### config.mk
export PLATFORM = sky130hd
export DESIGN_NAME = pmem_subsystem
export DESIGN_NICKNAME = d
export VERILOG_FILES = /design/src/rtl/pmem_pkg.sv /design/src/rtl/cacheline_adaptor.sv /design/src/rtl/pmem_arbiter.sv /design/src/rtl/pmem_subsystem.sv
export SDC_FILE = /design/constraint.sdc
export NUM_CORES = 1
export LEC_CHECK = 0
export ABC_CLOCK_PERIOD_IN_PS = 15350
export BUFFER_PORTS_ARGS = -buffer_cell sky130_fd_sc_hd__clkbuf_2
export CAP_MARGIN = 10
export CORE_AREA = 8 8 483 485
export DETAILED_ROUTE_END_ITERATION = 8
export DIE_AREA = 0 0 491 493
export GPL_TIMING_DRIVEN = 0
export PLACE_DENSITY_LB_ADDON = 0.08
export SLEW_MARGIN = 20
export SYNTH_ARGS = -nofsm -noshare
export SYNTH_HDL_FRONTEND = slang
export SYNTH_SLANG_ARGS = --single-unit
### constraint.sdc
create_clock -name i_clk -period 15.35 [get_ports i_clk]
set_input_delay 1.535 -clock i_clk [delete_from_list [all_inputs] [get_ports i_clk]]
set_output_delay 1.535 -clock i_clk [all_outputs]
set_load 0.02 [all_outputs]
### src/rtl/pmem_pkg.sv
package pmem_pkg;

	// ============================================================
	// Bus widths.
	// ============================================================

	localparam int ADDR_W = 32;
	localparam int LINE_W = 256;
	localparam int BEAT_W = 64;

	// ============================================================
	// Burst geometry.
	// ============================================================

	localparam int BURSTS      = LINE_W / BEAT_W;    // Beats per line.
	localparam int BEAT_CNT_W  = $clog2(BURSTS);
	localparam int BEAT_BYTES  = BEAT_W / 8;
	localparam int LINE_OFFS_W = $clog2(LINE_W / 8); // Byte offset inside a line.

	// ============================================================
	// Types.
	// ============================================================

	typedef logic [ADDR_W-1:0] addr_t;
	typedef logic [LINE_W-1:0] line_t;
	typedef logic [BEAT_W-1:0] beat_t;

	// Client currently holding the memory port.
	typedef enum logic [1:0] {
		OWN_NONE = 2'b00,
		OWN_INST = 2'b01,
		OWN_LSQ  = 2'b10
	} owner_e;

endpackage : pmem_pkg

### src/rtl/cacheline_adaptor.sv
`timescale 1ns/1ns

module cacheline_adaptor (
	input  logic            i_clk,
	input  logic            i_arst_n,

	// Line side, from the arbiter.
	input  logic            i_line_read,
	input  logic            i_line_write,
	input  pmem_pkg::addr_t i_line_addr,
	input  pmem_pkg::line_t i_line_wdata,
	output logic            o_line_resp,
	output pmem_pkg::line_t o_line_rdata,

	// Burst memory bus.
	output logic            o_burst_read,
	output logic            o_burst_write,
	output pmem_pkg::addr_t o_burst_addr,
	output pmem_pkg::beat_t o_burst_wdata,
	input  logic            i_burst_resp,
	input  pmem_pkg::beat_t i_burst_rdata
);

	typedef enum logic [1:0] {
		IDLE  = 2'b00,
		BURST = 2'b01,
		DONE  = 2'b10
	} state_e;

	state_e                         state;
	logic [pmem_pkg::BEAT_CNT_W-1:0] beat_cnt;
	logic                           last_beat;
	logic                           start;
	logic                           is_write;
	pmem_pkg::addr_t                base_addr;
	pmem_pkg::line_t                line_buf;

	assign start     = (state == IDLE) && (i_line_read || i_line_write);
	assign last_beat = int'(beat_cnt) == (pmem_pkg::BURSTS - 1);

	// ============================================================
	// Control.
	// ============================================================

	always_ff @(posedge i_clk or negedge i_arst_n) begin
		if (!i_arst_n) begin
			state    <= IDLE;
			beat_cnt <= '0;
		end else begin
			case (state)
				IDLE: begin
					beat_cnt <= '0;
					if (start)
						state <= BURST;
				end
				BURST: begin
					if (i_burst_resp) begin
						beat_cnt <= beat_cnt + 1'b1;
						if (last_beat)
							state <= DONE;
					end
				end
				// Response cycle while the client still holds its request.
				DONE: state <= IDLE;
				default: state <= IDLE;
			endcase
		end
	end

	// ============================================================
	// Line buffer.
	// ============================================================

	always_ff @(posedge i_clk) begin
		if (start) begin
			is_write  <= i_line_write;
			base_addr <= {i_line_addr[pmem_pkg::ADDR_W-1:pmem_pkg::LINE_OFFS_W],
				{pmem_pkg::LINE_OFFS_W{1'b0}}};
			line_buf  <= i_line_wdata;
		end else if ((state == BURST) && i_burst_resp) begin
			if (is_write) begin
				line_buf <= line_buf >> pmem_pkg::BEAT_W; // Next beat to the bottom.
			end else begin
				// Beats enter at the top so beat 0 ends lowest.
				line_buf <= {i_burst_rdata, line_buf[pmem_pkg::LINE_W-1:pmem_pkg::BEAT_W]};
			end
		end
	end

	assign o_burst_read  = (state == BURST) && !is_write;
	assign o_burst_write = (state == BURST) && is_write;
	assign o_burst_addr  = base_addr +
		pmem_pkg::addr_t'(beat_cnt) * pmem_pkg::addr_t'(pmem_pkg::BEAT_BYTES);
	assign o_burst_wdata = line_buf[pmem_pkg::BEAT_W-1:0];

	assign o_line_resp  = (state == DONE);
	assign o_line_rdata = line_buf;

	// Memory must not answer a beat that was never requested.
	a_resp_in_burst: assert property (@(posedge i_clk) disable iff (!i_arst_n)
		i_burst_resp |-> (o_burst_read || o_burst_write));

endmodule : cacheline_adaptor

### src/rtl/pmem_arbiter.sv
`timescale 1ns/1ns

module pmem_arbiter (
	input  logic            i_clk,
	input  logic            i_arst_n,
	input  logic            i_iq_empty,

	// Instruction cache side.
	input  logic            i_inst_read,
	input  logic            i_inst_write,
	input  pmem_pkg::addr_t i_inst_addr,
	input  pmem_pkg::line_t i_inst_wdata,
	output logic            o_inst_resp,
	output pmem_pkg::line_t o_inst_rdata,

	// Load/store cache side.
	input  logic            i_lsq_read,
	input  logic            i_lsq_write,
	input  pmem_pkg::addr_t i_lsq_addr,
	input  pmem_pkg::line_t i_lsq_wdata,
	output logic            o_lsq_resp,
	output pmem_pkg::line_t o_lsq_rdata,

	// Toward the cacheline adaptor.
	output logic            o_line_read,
	output logic            o_line_write,
	output pmem_pkg::addr_t o_line_addr,
	output pmem_pkg::line_t o_line_wdata,
	input  logic            i_line_resp,
	input  pmem_pkg::line_t i_line_rdata
);

	pmem_pkg::owner_e owner_q;
	pmem_pkg::owner_e owner_new;
	pmem_pkg::owner_e owner_sel;
	logic             inst_req;
	logic             lsq_req;
	logic             new_req;

	assign inst_req = i_inst_read || i_inst_write;
	assign lsq_req  = i_lsq_read || i_lsq_write;

	// Lsq wins unless the instruction queue ran dry.
	always_comb begin
		if (i_iq_empty) begin
			owner_new = pmem_pkg::OWN_INST;
		end else if (lsq_req) begin
			owner_new = pmem_pkg::OWN_LSQ;
		end else if (inst_req) begin
			owner_new = pmem_pkg::OWN_INST;
		end else begin
			owner_new = pmem_pkg::OWN_NONE;
		end
	end

	assign new_req = ((owner_new == pmem_pkg::OWN_INST) && inst_req) ||
		((owner_new == pmem_pkg::OWN_LSQ) && lsq_req);

	// A held owner overrides priority until the line completes.
	assign owner_sel = (owner_q != pmem_pkg::OWN_NONE) ? owner_q : owner_new;

	always_ff @(posedge i_clk or negedge i_arst_n) begin
		if (!i_arst_n) begin
			owner_q <= pmem_pkg::OWN_NONE;
		end else if (owner_q == pmem_pkg::OWN_NONE) begin
			if (new_req && !i_line_resp)
				owner_q <= owner_new; // Lock on first request cycle.
		end else if (i_line_resp) begin
			owner_q <= pmem_pkg::OWN_NONE;
		end
	end

	always_comb begin
		o_inst_resp  = 1'b0;
		o_inst_rdata = '0;
		o_lsq_resp   = 1'b0;
		o_lsq_rdata  = '0;
		o_line_read  = 1'b0;
		o_line_write = 1'b0;
		o_line_addr  = '0;
		o_line_wdata = '0;
		case (owner_sel)
			pmem_pkg::OWN_INST: begin
				o_inst_resp  = i_line_resp;
				o_inst_rdata = i_line_rdata;
				o_line_read  = i_inst_read;
				o_line_write = i_inst_write;
				o_line_addr  = i_inst_addr;
				o_line_wdata = i_inst_wdata;
			end
			pmem_pkg::OWN_LSQ: begin
				o_lsq_resp   = i_line_resp;
				o_lsq_rdata  = i_line_rdata;
				o_line_read  = i_lsq_read;
				o_line_write = i_lsq_write;
				o_line_addr  = i_lsq_addr;
				o_line_wdata = i_lsq_wdata;
			end
			default: ;
		endcase
	end

	// ============================================================
	// Checks.
	// ============================================================

	a_line_rw_excl: assert property (@(posedge i_clk) disable iff (!i_arst_n)
		!(o_line_read && o_line_write));

	// Ownership must survive priority changes mid-transfer.
	a_owner_held: assert property (@(posedge i_clk) disable iff (!i_arst_n)
		(o_line_read || o_line_write) && !i_line_resp |=>
		$stable({o_line_read, o_line_write, o_line_addr}));

	// A response only goes to a client that is still asking.
	a_resp_to_req: assert property (@(posedge i_clk) disable iff (!i_arst_n)
		(!o_inst_resp || inst_req) && (!o_lsq_resp || lsq_req));

endmodule : pmem_arbiter

### src/rtl/pmem_subsystem.sv
`timescale 1ns/1ns

module pmem_subsystem (
	input  logic            i_clk,
	input  logic            i_arst_n,
	input  logic            i_iq_empty,

	input  logic            i_inst_read,
	input  logic            i_inst_write,
	input  pmem_pkg::addr_t i_inst_addr,
	input  pmem_pkg::line_t i_inst_wdata,
	output logic            o_inst_resp,
	output pmem_pkg::line_t o_inst_rdata,

	input  logic            i_lsq_read,
	input  logic            i_lsq_write,
	input  pmem_pkg::addr_t i_lsq_addr,
	input  pmem_pkg::line_t i_lsq_wdata,
	output logic            o_lsq_resp,
	output pmem_pkg::line_t o_lsq_rdata,

	output logic            o_burst_read,
	output logic            o_burst_write,
	output pmem_pkg::addr_t o_burst_addr,
	output pmem_pkg::beat_t o_burst_wdata,
	input  logic            i_burst_resp,
	input  pmem_pkg::beat_t i_burst_rdata
);

	// Granted line transfer.
	logic            line_read;
	logic            line_write;
	pmem_pkg::addr_t line_addr;
	pmem_pkg::line_t line_wdata;
	logic            line_resp;
	pmem_pkg::line_t line_rdata;

	pmem_arbiter u_arbiter (
		.i_clk        (i_clk),
		.i_arst_n     (i_arst_n),
		.i_iq_empty   (i_iq_empty),
		.i_inst_read  (i_inst_read),
		.i_inst_write (i_inst_write),
		.i_inst_addr  (i_inst_addr),
		.i_inst_wdata (i_inst_wdata),
		.o_inst_resp  (o_inst_resp),
		.o_inst_rdata (o_inst_rdata),
		.i_lsq_read   (i_lsq_read),
		.i_lsq_write  (i_lsq_write),
		.i_lsq_addr   (i_lsq_addr),
		.i_lsq_wdata  (i_lsq_wdata),
		.o_lsq_resp   (o_lsq_resp),
		.o_lsq_rdata  (o_lsq_rdata),
		.o_line_read  (line_read),
		.o_line_write (line_write),
		.o_line_addr  (line_addr),
		.o_line_wdata (line_wdata),
		.i_line_resp  (line_resp),
		.i_line_rdata (line_rdata)
	);

	cacheline_adaptor u_adaptor (
		.i_clk         (i_clk),
		.i_arst_n      (i_arst_n),
		.i_line_read   (line_read),
		.i_line_write  (line_write),
		.i_line_addr   (line_addr),
		.i_line_wdata  (line_wdata),
		.o_line_resp   (line_resp),
		.o_line_rdata  (line_rdata),
		.o_burst_read  (o_burst_read),
		.o_burst_write (o_burst_write),
		.o_burst_addr  (o_burst_addr),
		.o_burst_wdata (o_burst_wdata),
		.i_burst_resp  (i_burst_resp),
		.i_burst_rdata (i_burst_rdata)
	);

endmodule : pmem_subsystem

==> results by group, run 1 <==
STA
  • RSZ-0062 raised after global routing: no
  • Final Max Slew Viols: 0
  • Final setup viols: 0
  • Clk_skew: 0.0308 ns
  • Relative slew margins: 0.259
  • Fin crit period: 6.75 ns
  • Worst slew pin tran: 1.11 ns
  • Fin crit share: 0.440
  • Hold Violations, Final: 0
  • Max frequency: 148 MHz
  • Final hold slack: 0.580 ns

Finish
  • Post-layout util: 0.137
  • Final instance area: 0.0310 mm^2
  • FF/Latch Area: 0.00868 mm^2
  • Area occupied by multi-input gates: 0.00914 mm^2
  • Layout cells sized above 1: 0.492
  • Area delta synth->final: 63.7%
  • Fillers: 26100
  • Final layout net count: 3662

CTS
  • CTS tree: built
  • Clk Latency, worst-skew pair: 0.64 ns
  • CTS buffer count: 46
  • Cts hold-fix bufs: 0
  • CTS sink cnt: 290
  • H-tree depth: 2
  • Setup Buffers After CTS: 0
  • Clk slew on worst S/H paths: 0.05 ns
  • Post-CTS sizing: 0
  • CTS root buffer: clkbuf_16
  • CTS Buffer Depth: 3

Critical path
  • Critical path fanouts, max: 10
  • Arr. time, crit path: 5.22 ns
  • Crit path largest cell delay: 0.78 ns
  • Critical-path cell list: clkbuf_2 -> o21ba_2 -> o31a_1 -> ha_1 -> clkbuf_2 -> clkbuf_2 -> buf_16 -> clkbuf_2 -> buf_16 -> clkbuf_1 -> and2_1 -> clkbuf_2
  • CP endpoint kind: output port
  • Critical path's most frequent cell: clkbuf_2
  • WS Path Type: primary input to output port
  • Worst Path Required: 13.82 ns
  • Slowest CP cell: clkbuf_1
  • CP startpoint kind: primary input
  • CP bufs+invs: 8
  • Delay-heaviest family, CP: buffers and inverters

Die
  • Die height: 493 um
  • Initial Util: 0.0839
  • Core box area: 0.226 mm^2
  • Io pins: 1260
  • Die area: 0.242 mm^2
  • Chip Width: 491 um
  • Row count: 175

Detailed routing
  • Drt first-iter violations: 828
  • Final wirelength: 186 mm
  • Antenna-violating nets left: 0
  • Vias per cell: 3.18
  • Via count: 19400
  • WL/cell: 30.5 um
  • Residual DRC count: 0
  • Drt first pass iters: 4

Worst hold path
  • Worst min path class: flip-flop to flip-flop

Power
  • Pwr/cell area: 224 mW/mm^2
  • Leakage Power: 13.8 nW
  • Worst vdd ir: 0.0000738 V

Status
  • Outcome: finished, final reports clean

GRT
  • GR Layer Usage met2: 0.251
  • Initial antenna violation count: 74
  • First-pass GRT wire length: 234 mm
  • Tot GR Track Use: 0.146
  • GRT overflow: 0
  • Largest net degree at the start of global routing: 44
  • Met3 Use GR: 0.0520
  • Met1 GRT Util: 0.170
  • Vias in the first global route: 21700
  • Grt peak-use layer: met2

Yosys
  • Avg Inst Size Synth: 11.2 um^2
  • Flop and latch count out of synthesis: 290
  • Cell taking the most area after synthesis: edfxtp_1
  • Synthesis warning total: 0
  • Cell variety after synth: 28
  • EDFF count, synth: 284
  • Synth top area cells: edfxtp_1 45%, and2_1 17%, a22o_1 9.0%
  • Seq/Total Area, Yosys: 0.458
  • Top-count cell post-synth: and2_1
  • Area of the mapped netlist: 0.0189 mm^2
  • Synth top area share: 0.450
  • Commonest cells post-synth: 515 x and2_1, 284 x edfxtp_1, 194 x a22o_1
  • Synth Instances: 1695
  • Async set or reset register ratio after synthesis: 0.0207
  • Top_reg_cell synth: edfxtp_1

Placed design
  • Placed instance area: 0.0295 mm^2
  • RD Place Congestion: 0.829
  • Buffers on Ports: 1246
  • DP HPWL: 162 mm

Job
  • Number of max-cap violations: 0
==> metal layers <==
metal / vias to the layer above / wire (um)
li1: 8749 / -
met1: 9407 / 74800
met2: 1082 / 90000
met3: 157 / 16000
met4: 8 / 5160
met5: - / 47
==> cells by family after synthesis <==
| logic type | Yosys count | synth area share |
|---|---|---|
| AO/OA/AOI/OAI | 296 | 0.131 |
| other | 1 | 0.000198 |
| AND/OR/NAND/NOR | 618 | 0.200 |
| adder cells (fa/ha/maj) | 3 | 0.00198 |
| buffers and inverters | 230 | 0.0607 |
| multiplexers | 257 | 0.148 |
| flip-flops | 290 | 0.458 |
==> cell type report <==
class | count | share of cell area
tap | 3009 | 0.121
antenna | 36 | 0.00290
inverter | 5 | 0.000605
clock buffer | 57 | 0.0391
clock inverter | 27 | 0.00722
buffer | 225 | 0.0375
timing repair buffer | 1266 | 0.217
multi-input combinational | 1177 | 0.294
sequential | 290 | 0.280
==> through the flow <==
step / setup slack, ns / power (mW) / setup TNS, ns / cells
6_report: 8.60 / 6.94 / 0 / 6092
5_1_grt: 8.27 / 7.40 / 0 / 6066
4_1_cts: 8.26 / 7.22 / 0 / 6056
3_5_place_dp: 8.27 / 6.07 / 0 / 5972
3_3_place_gp: -1.58 / 6.14 / -375.09 / 5952
2_1_floorplan: 5.98 / 3.70 / 0 / 1697
==> power by group <==
part | switching (mW) | internal, mW
registers | 0.594 | 1.46
logic | 2.53 | 1.28
clock network | 0.457 | 0.623
total | 3.58 | 3.37
==> cells in the final DEF, fill, tap and decap left out, types with 55 or more instances in the layout <==
cell type	count
edfxtp_1	284
a22o_1	194
a22oi_1	92
mux2i_1	65
clkbuf_1	118
mux2_2	55
clkbuf_2	1261
and2_1	515
buf_4	68
mux2_1	137
nand2b_1	66
==> state kept, by name (all words and copies together), names as in the netlist <==
register,flops
u_adaptor.o_line_rdata,256
u_adaptor.beat_cnt,2
u_adaptor.base_addr,27
u_adaptor.state,2
u_adaptor.is_write,1
u_arbiter.owner_q,2
==> final timing paths <==
| check | cells past startpoint | slack, ns | startpoint | to |
|---|---|---|---|---|
| max | 12 | 8.60 | i_iq_empty | o_lsq_rdata[189] |
| min | 1 | 0.58 | u_adaptor.beat_cnt[1]$_DFFE_PN0P_ | u_adaptor.beat_cnt[1]$_DFFE_PN0P_ |
| max reg2reg | 12 | 10.66 | u_arbiter.owner_q[1]$_DFFE_PN0P_ | u_adaptor.o_line_rdata[218]$_DFFE_PP_ |
| min reg2reg | 1 | 0.58 | u_adaptor.beat_cnt[1]$_DFFE_PN0P_ | u_adaptor.beat_cnt[1]$_DFFE_PN0P_ |
| max in group asynchronous | 1 | 14.42 | i_arst_n | u_arbiter.owner_q[0]$_DFFE_PN0P_ |
| min in group asynchronous | 1 | 0.75 | i_arst_n | u_adaptor.state[1]$_DFFE_PN0P_ |
(Power assumes the default switching activity.)
==> run 2: changes to the inputs <==
--- a/config.mk
+++ b/config.mk
@@ -5,12 +5,13 @@
 export SDC_FILE = /design/constraint.sdc
 export NUM_CORES = 1
 export LEC_CHECK = 0
-export ABC_CLOCK_PERIOD_IN_PS = 15350
+export ABC_AREA = 1
+export ABC_CLOCK_PERIOD_IN_PS = 5400
 export BUFFER_PORTS_ARGS = -buffer_cell sky130_fd_sc_hd__clkbuf_2
 export CAP_MARGIN = 10
-export CORE_AREA = 8 8 483 485
+export CORE_AREA = 8 8 485 487
 export DETAILED_ROUTE_END_ITERATION = 8
-export DIE_AREA = 0 0 491 493
+export DIE_AREA = 0 0 493 495
 export GPL_TIMING_DRIVEN = 0
 export PLACE_DENSITY_LB_ADDON = 0.08
 export SLEW_MARGIN = 20
==> constraint.sdc (replaced) <==
create_clock -name i_clk -period 5.4 [get_ports i_clk]
set_input_delay 0.54 -clock i_clk [delete_from_list [all_inputs] [get_ports i_clk]]
set_output_delay 0.54 -clock i_clk [all_outputs]
set_load 0.02 [all_outputs]
==> run 2 against run 1 <==
Net effect:
- final area increased by 6.0%
- clock power increased to 2.7 times the previous value
- sequential cell count is the same
- die area up 0.81%
- critical path type is now flip-flop to output port
- largest cell class unchanged
- largest power group is now the clock network
==> results by group, run 2 <==
Status
  • Outcome: finished, final reports clean

STA
  • Fin crit period: 4.69 ns
  • Final Max Slew Viols: 0 (unchanged)
  • Clk_skew: 0.0174 ns (-0.0134 ns)
  • Hold Violations, Final: 0 (unchanged)
  • Max frequency: 213 MHz
  • TNS Setup: 0 ns (unchanged)
  • Final hold slack: 0.194 ns (-0.386 ns)
  • Final setup viols: 0 (unchanged)
  • RSZ-0062 raised after global routing: no
  • PnR worst setup slack: 0.714 ns (-7.88 ns)
  • Fin crit share: 0.868
  • Relative slew margins: 0.335 (+0.0754)
  • Worst slew pin tran: 0.998 ns (-0.113 ns)

CTS
  • Cts hold-fix bufs: 1 (+1)
  • CTS sink cnt: 290 (unchanged)
  • Clk slew on worst S/H paths: 0.06 ns (about the same)
  • CTS buffer count: 46 (unchanged)
  • CTS tree: built
  • H-tree depth: 2 (unchanged)
  • CTS Buffer Depth: 3 (unchanged)
  • Clk Latency, worst-skew pair: 0.64 ns (about the same)
  • CTS root buffer: clkbuf_16
  • Post-CTS sizing: 0 (unchanged)
  • Setup Buffers After CTS: 0 (unchanged)

Finish
  • Non-filler cells, final: 7682 (+26%)
  • Most common cell after layout, fill and taps aside: nand2_1
  • Area occupied by multi-input gates: 0.00892 mm^2 (-2.3%)
  • Fillers: 27100 (+3.8%)
  • Final layout net count: 5252 (+43%)
  • Most frequent cells in the layout: 1609 x nand2_1, 1255 x clkbuf_2, 525 x inv_1
  • Area delta synth->final: 55.2%
  • Largest register FFs: 256 (unchanged)
  • Post-layout util: 0.144 (+0.00684)
  • Layout cells sized above 1: 0.339 (-0.153)
  • FF/Latch Area: 0.00868 mm^2 (unchanged)

Job
  • Number of max-cap violations: 0 (unchanged)

Critical path
  • R2R depth: 15 (+3)
  • R2R Path End: u_adaptor.o_line_rdata[38]$_DFFE_PP_
  • Worst setup startpoint: u_arbiter.owner_q[1]$_DFFE_PN0P_
  • CP endpoint kind: output port
  • CP startpoint kind: flip-flop
  • Arr. time, crit path: 4.15 ns (-1.07 ns)
  • Reg2reg start: u_arbiter.owner_q[1]$_DFFE_PN0P_
  • WS Path Type: flip-flop to output port
  • FF-to-FF setup slack: 0.88 ns (-9.78 ns)
  • Critical path fanouts, max: 10 (unchanged)
  • Worst Path Required: 4.86 ns (-8.96 ns)

Die
  • Initial Util: 0.0928 (+0.00898)
  • Core box area: 0.228 mm^2 (+0.96%)
  • Row count: 176 (+0.57%)
  • Chip Width: 493 um (+0.41%)
  • Io pins: 1260 (unchanged)
  • Die height: 495 um (+0.41%)
  • Die area: 0.244 mm^2 (+0.81%)

Power
  • Switching power: 1.39 mW (-61%)
  • Leakage Power: 17.6 nW (+27%)
  • Clock Power Share: 0.519 (+0.363)
  • Pwr/cell area: 171 mW/mm^2 (-24%)
  • Worst vdd ir: 0.000170 V (+130%)
  • P_int: 4.23 mW (+26%)
  • Sequential power share: 0.433 (+0.137)
  • Combinational power share: 0.047 (-0.501)
  • Net Sw Frac: 0.247 (-0.268)

Placed design
  • DP HPWL: 175 mm (+8.2%)
  • Cells after DPL: 7578 (+27%)
  • Buffers on Ports: 1246 (unchanged)
  • Post-Place Worst Slack: 0.239 ns (-8.03 ns)
  • RD Place Congestion: 0.814 (-1.8%)

Yosys
  • EDFF count, synth: 284 (unchanged)
  • Top_reg_cell synth: edfxtp_1
  • Synth Instances: 3295 (+94%)
  • Commonest cells post-synth: 1610 x nand2_1, 526 x inv_1, 321 x nand3_1
  • Synthesis warning total: 0 (unchanged)
  • Async set or reset register ratio after synthesis: 0.0207 (unchanged)
  • Top-count cell post-synth: nand2_1
  • Cell taking the most area after synthesis: edfxtp_1
  • Seq/Total Area, Yosys: 0.410 (-0.0482)
  • Synth top area cells: edfxtp_1 40%, nand2_1 29%, inv_1 9.3%
  • Area of the mapped netlist: 0.0212 mm^2 (+12%)
  • Synth top area share: 0.403 (-0.0474)
  • Cell variety after synth: 19 (-32%)
  • Avg Inst Size Synth: 6.43 um^2 (-43%)
  • Flop and latch count out of synthesis: 290 (unchanged)

GRT
  • GRT overflow: 0 (unchanged)
  • Initial antenna violation count: 44 (-41%)
  • Tot GR Track Use: 0.158 (+0.0123)
  • First-pass GRT wire length: 262 mm (+12%)
  • Largest net degree at the start of global routing: 76 (+73%)
  • Vias in the first global route: 28000 (+29%)

Detailed routing
  • Antenna-violating nets left: 0 (unchanged)
  • Final wirelength: 203 mm (+9.1%)
  • Drt first pass iters: 5 (+1)
  • Vias per cell: 3.42 (+7.3%)
  • Drt first-iter violations: 1247 (+51%)
  • Residual DRC count: 0 (unchanged)
  • WL/cell: 26.4 um (-13%)
  • Via count: 26300 (+35%)

Worst hold path
  • Hold endpoint: u_adaptor.o_line_rdata[234]$_DFFE_PP_
  • Worst min path class: primary input to flip-flop
  • Min-delay src: i_burst_rdata[42]
  • Hold depth: 3 (+2)
-- run 2: cells by family (layout without fill, tap and decap cells) --
group	count (synthesis)	count (layout)	share of synthesized area
AND/OR/NAND/NOR	1946	1946	0.365
buffers and inverters	830	2167	0.170
flip-flops	290	290	0.410
AO/OA/AOI/OAI	224	224	0.0529
adder cells (fa/ha/maj)	3	3	0.00177
other	1	25	0.000177
multiplexers	1	1	0.000473
-- run 2: layout make-up --
class                      count  area share
tap                         3026       0.115
clock inverter                21     0.00388
clock buffer                  60      0.0373
buffer                       303      0.0498
sequential                   290       0.264
antenna                       22     0.00167
timing repair buffer        1256       0.197
multi-input combinational   2177       0.271
inverter                     527      0.0602
-- run 2: critical path, stage by stage (launching register included) --
cell      delay [ns]
dfrtp_1         0.38
nor2_1          0.13
nand2_1         0.07
nand2_1         0.08
ha_1            0.17
buf_2           0.56
buf_2           0.48
buf_2           0.61
buf_2           0.42
nand2_1         0.13
inv_1           0.19
clkbuf_2        0.24
-- run 2: how the worst max path moves through the flow --
stage | endpoint | slack, ns
detailed placement | u_adaptor.o_line_rdata[37]$_DFFE_PP_ | 0.24
global placement | u_adaptor.o_line_rdata[39]$_DFFE_PP_ | -1.87
global route | o_inst_rdata[114] | 0.28
CTS | o_inst_rdata[114] | 0.26
floorplan | u_adaptor.o_line_rdata[0]$_DFFE_PP_ | 1.26
finish | o_inst_rdata[152] | 0.71
-- run 2: per-layer routing --
layer | global-route usage | wire, um
met4 | 0.0528 | 7140
met1 | 0.188 | 84400
met5 | 0 | 100
met2 | 0.271 | 96600
met3 | 0.0472 | 14600
-- run 2: power by group through the flow --
stage / logic, mW / registers, mW / clock network, mW
2_1_floorplan: 0.00742 / 2.48 / 0
3_3_place_gp: 0.268 / 2.48 / 0
3_5_place_dp: 0.270 / 2.48 / 0
4_1_cts: 0.273 / 2.43 / 3.06
5_1_grt: 0.291 / 2.43 / 3.12
6_report: 0.266 / 2.43 / 2.92
-- run 2: per-stage QoR --
step | total power, mW | instance area, um^2
floorplan | 2.49 | 21200
global placement | 2.75 | 31200
detailed placement | 2.75 | 31500
CTS | 5.77 | 32800
global route | 5.84 | 32800
finish | 5.62 | 32900
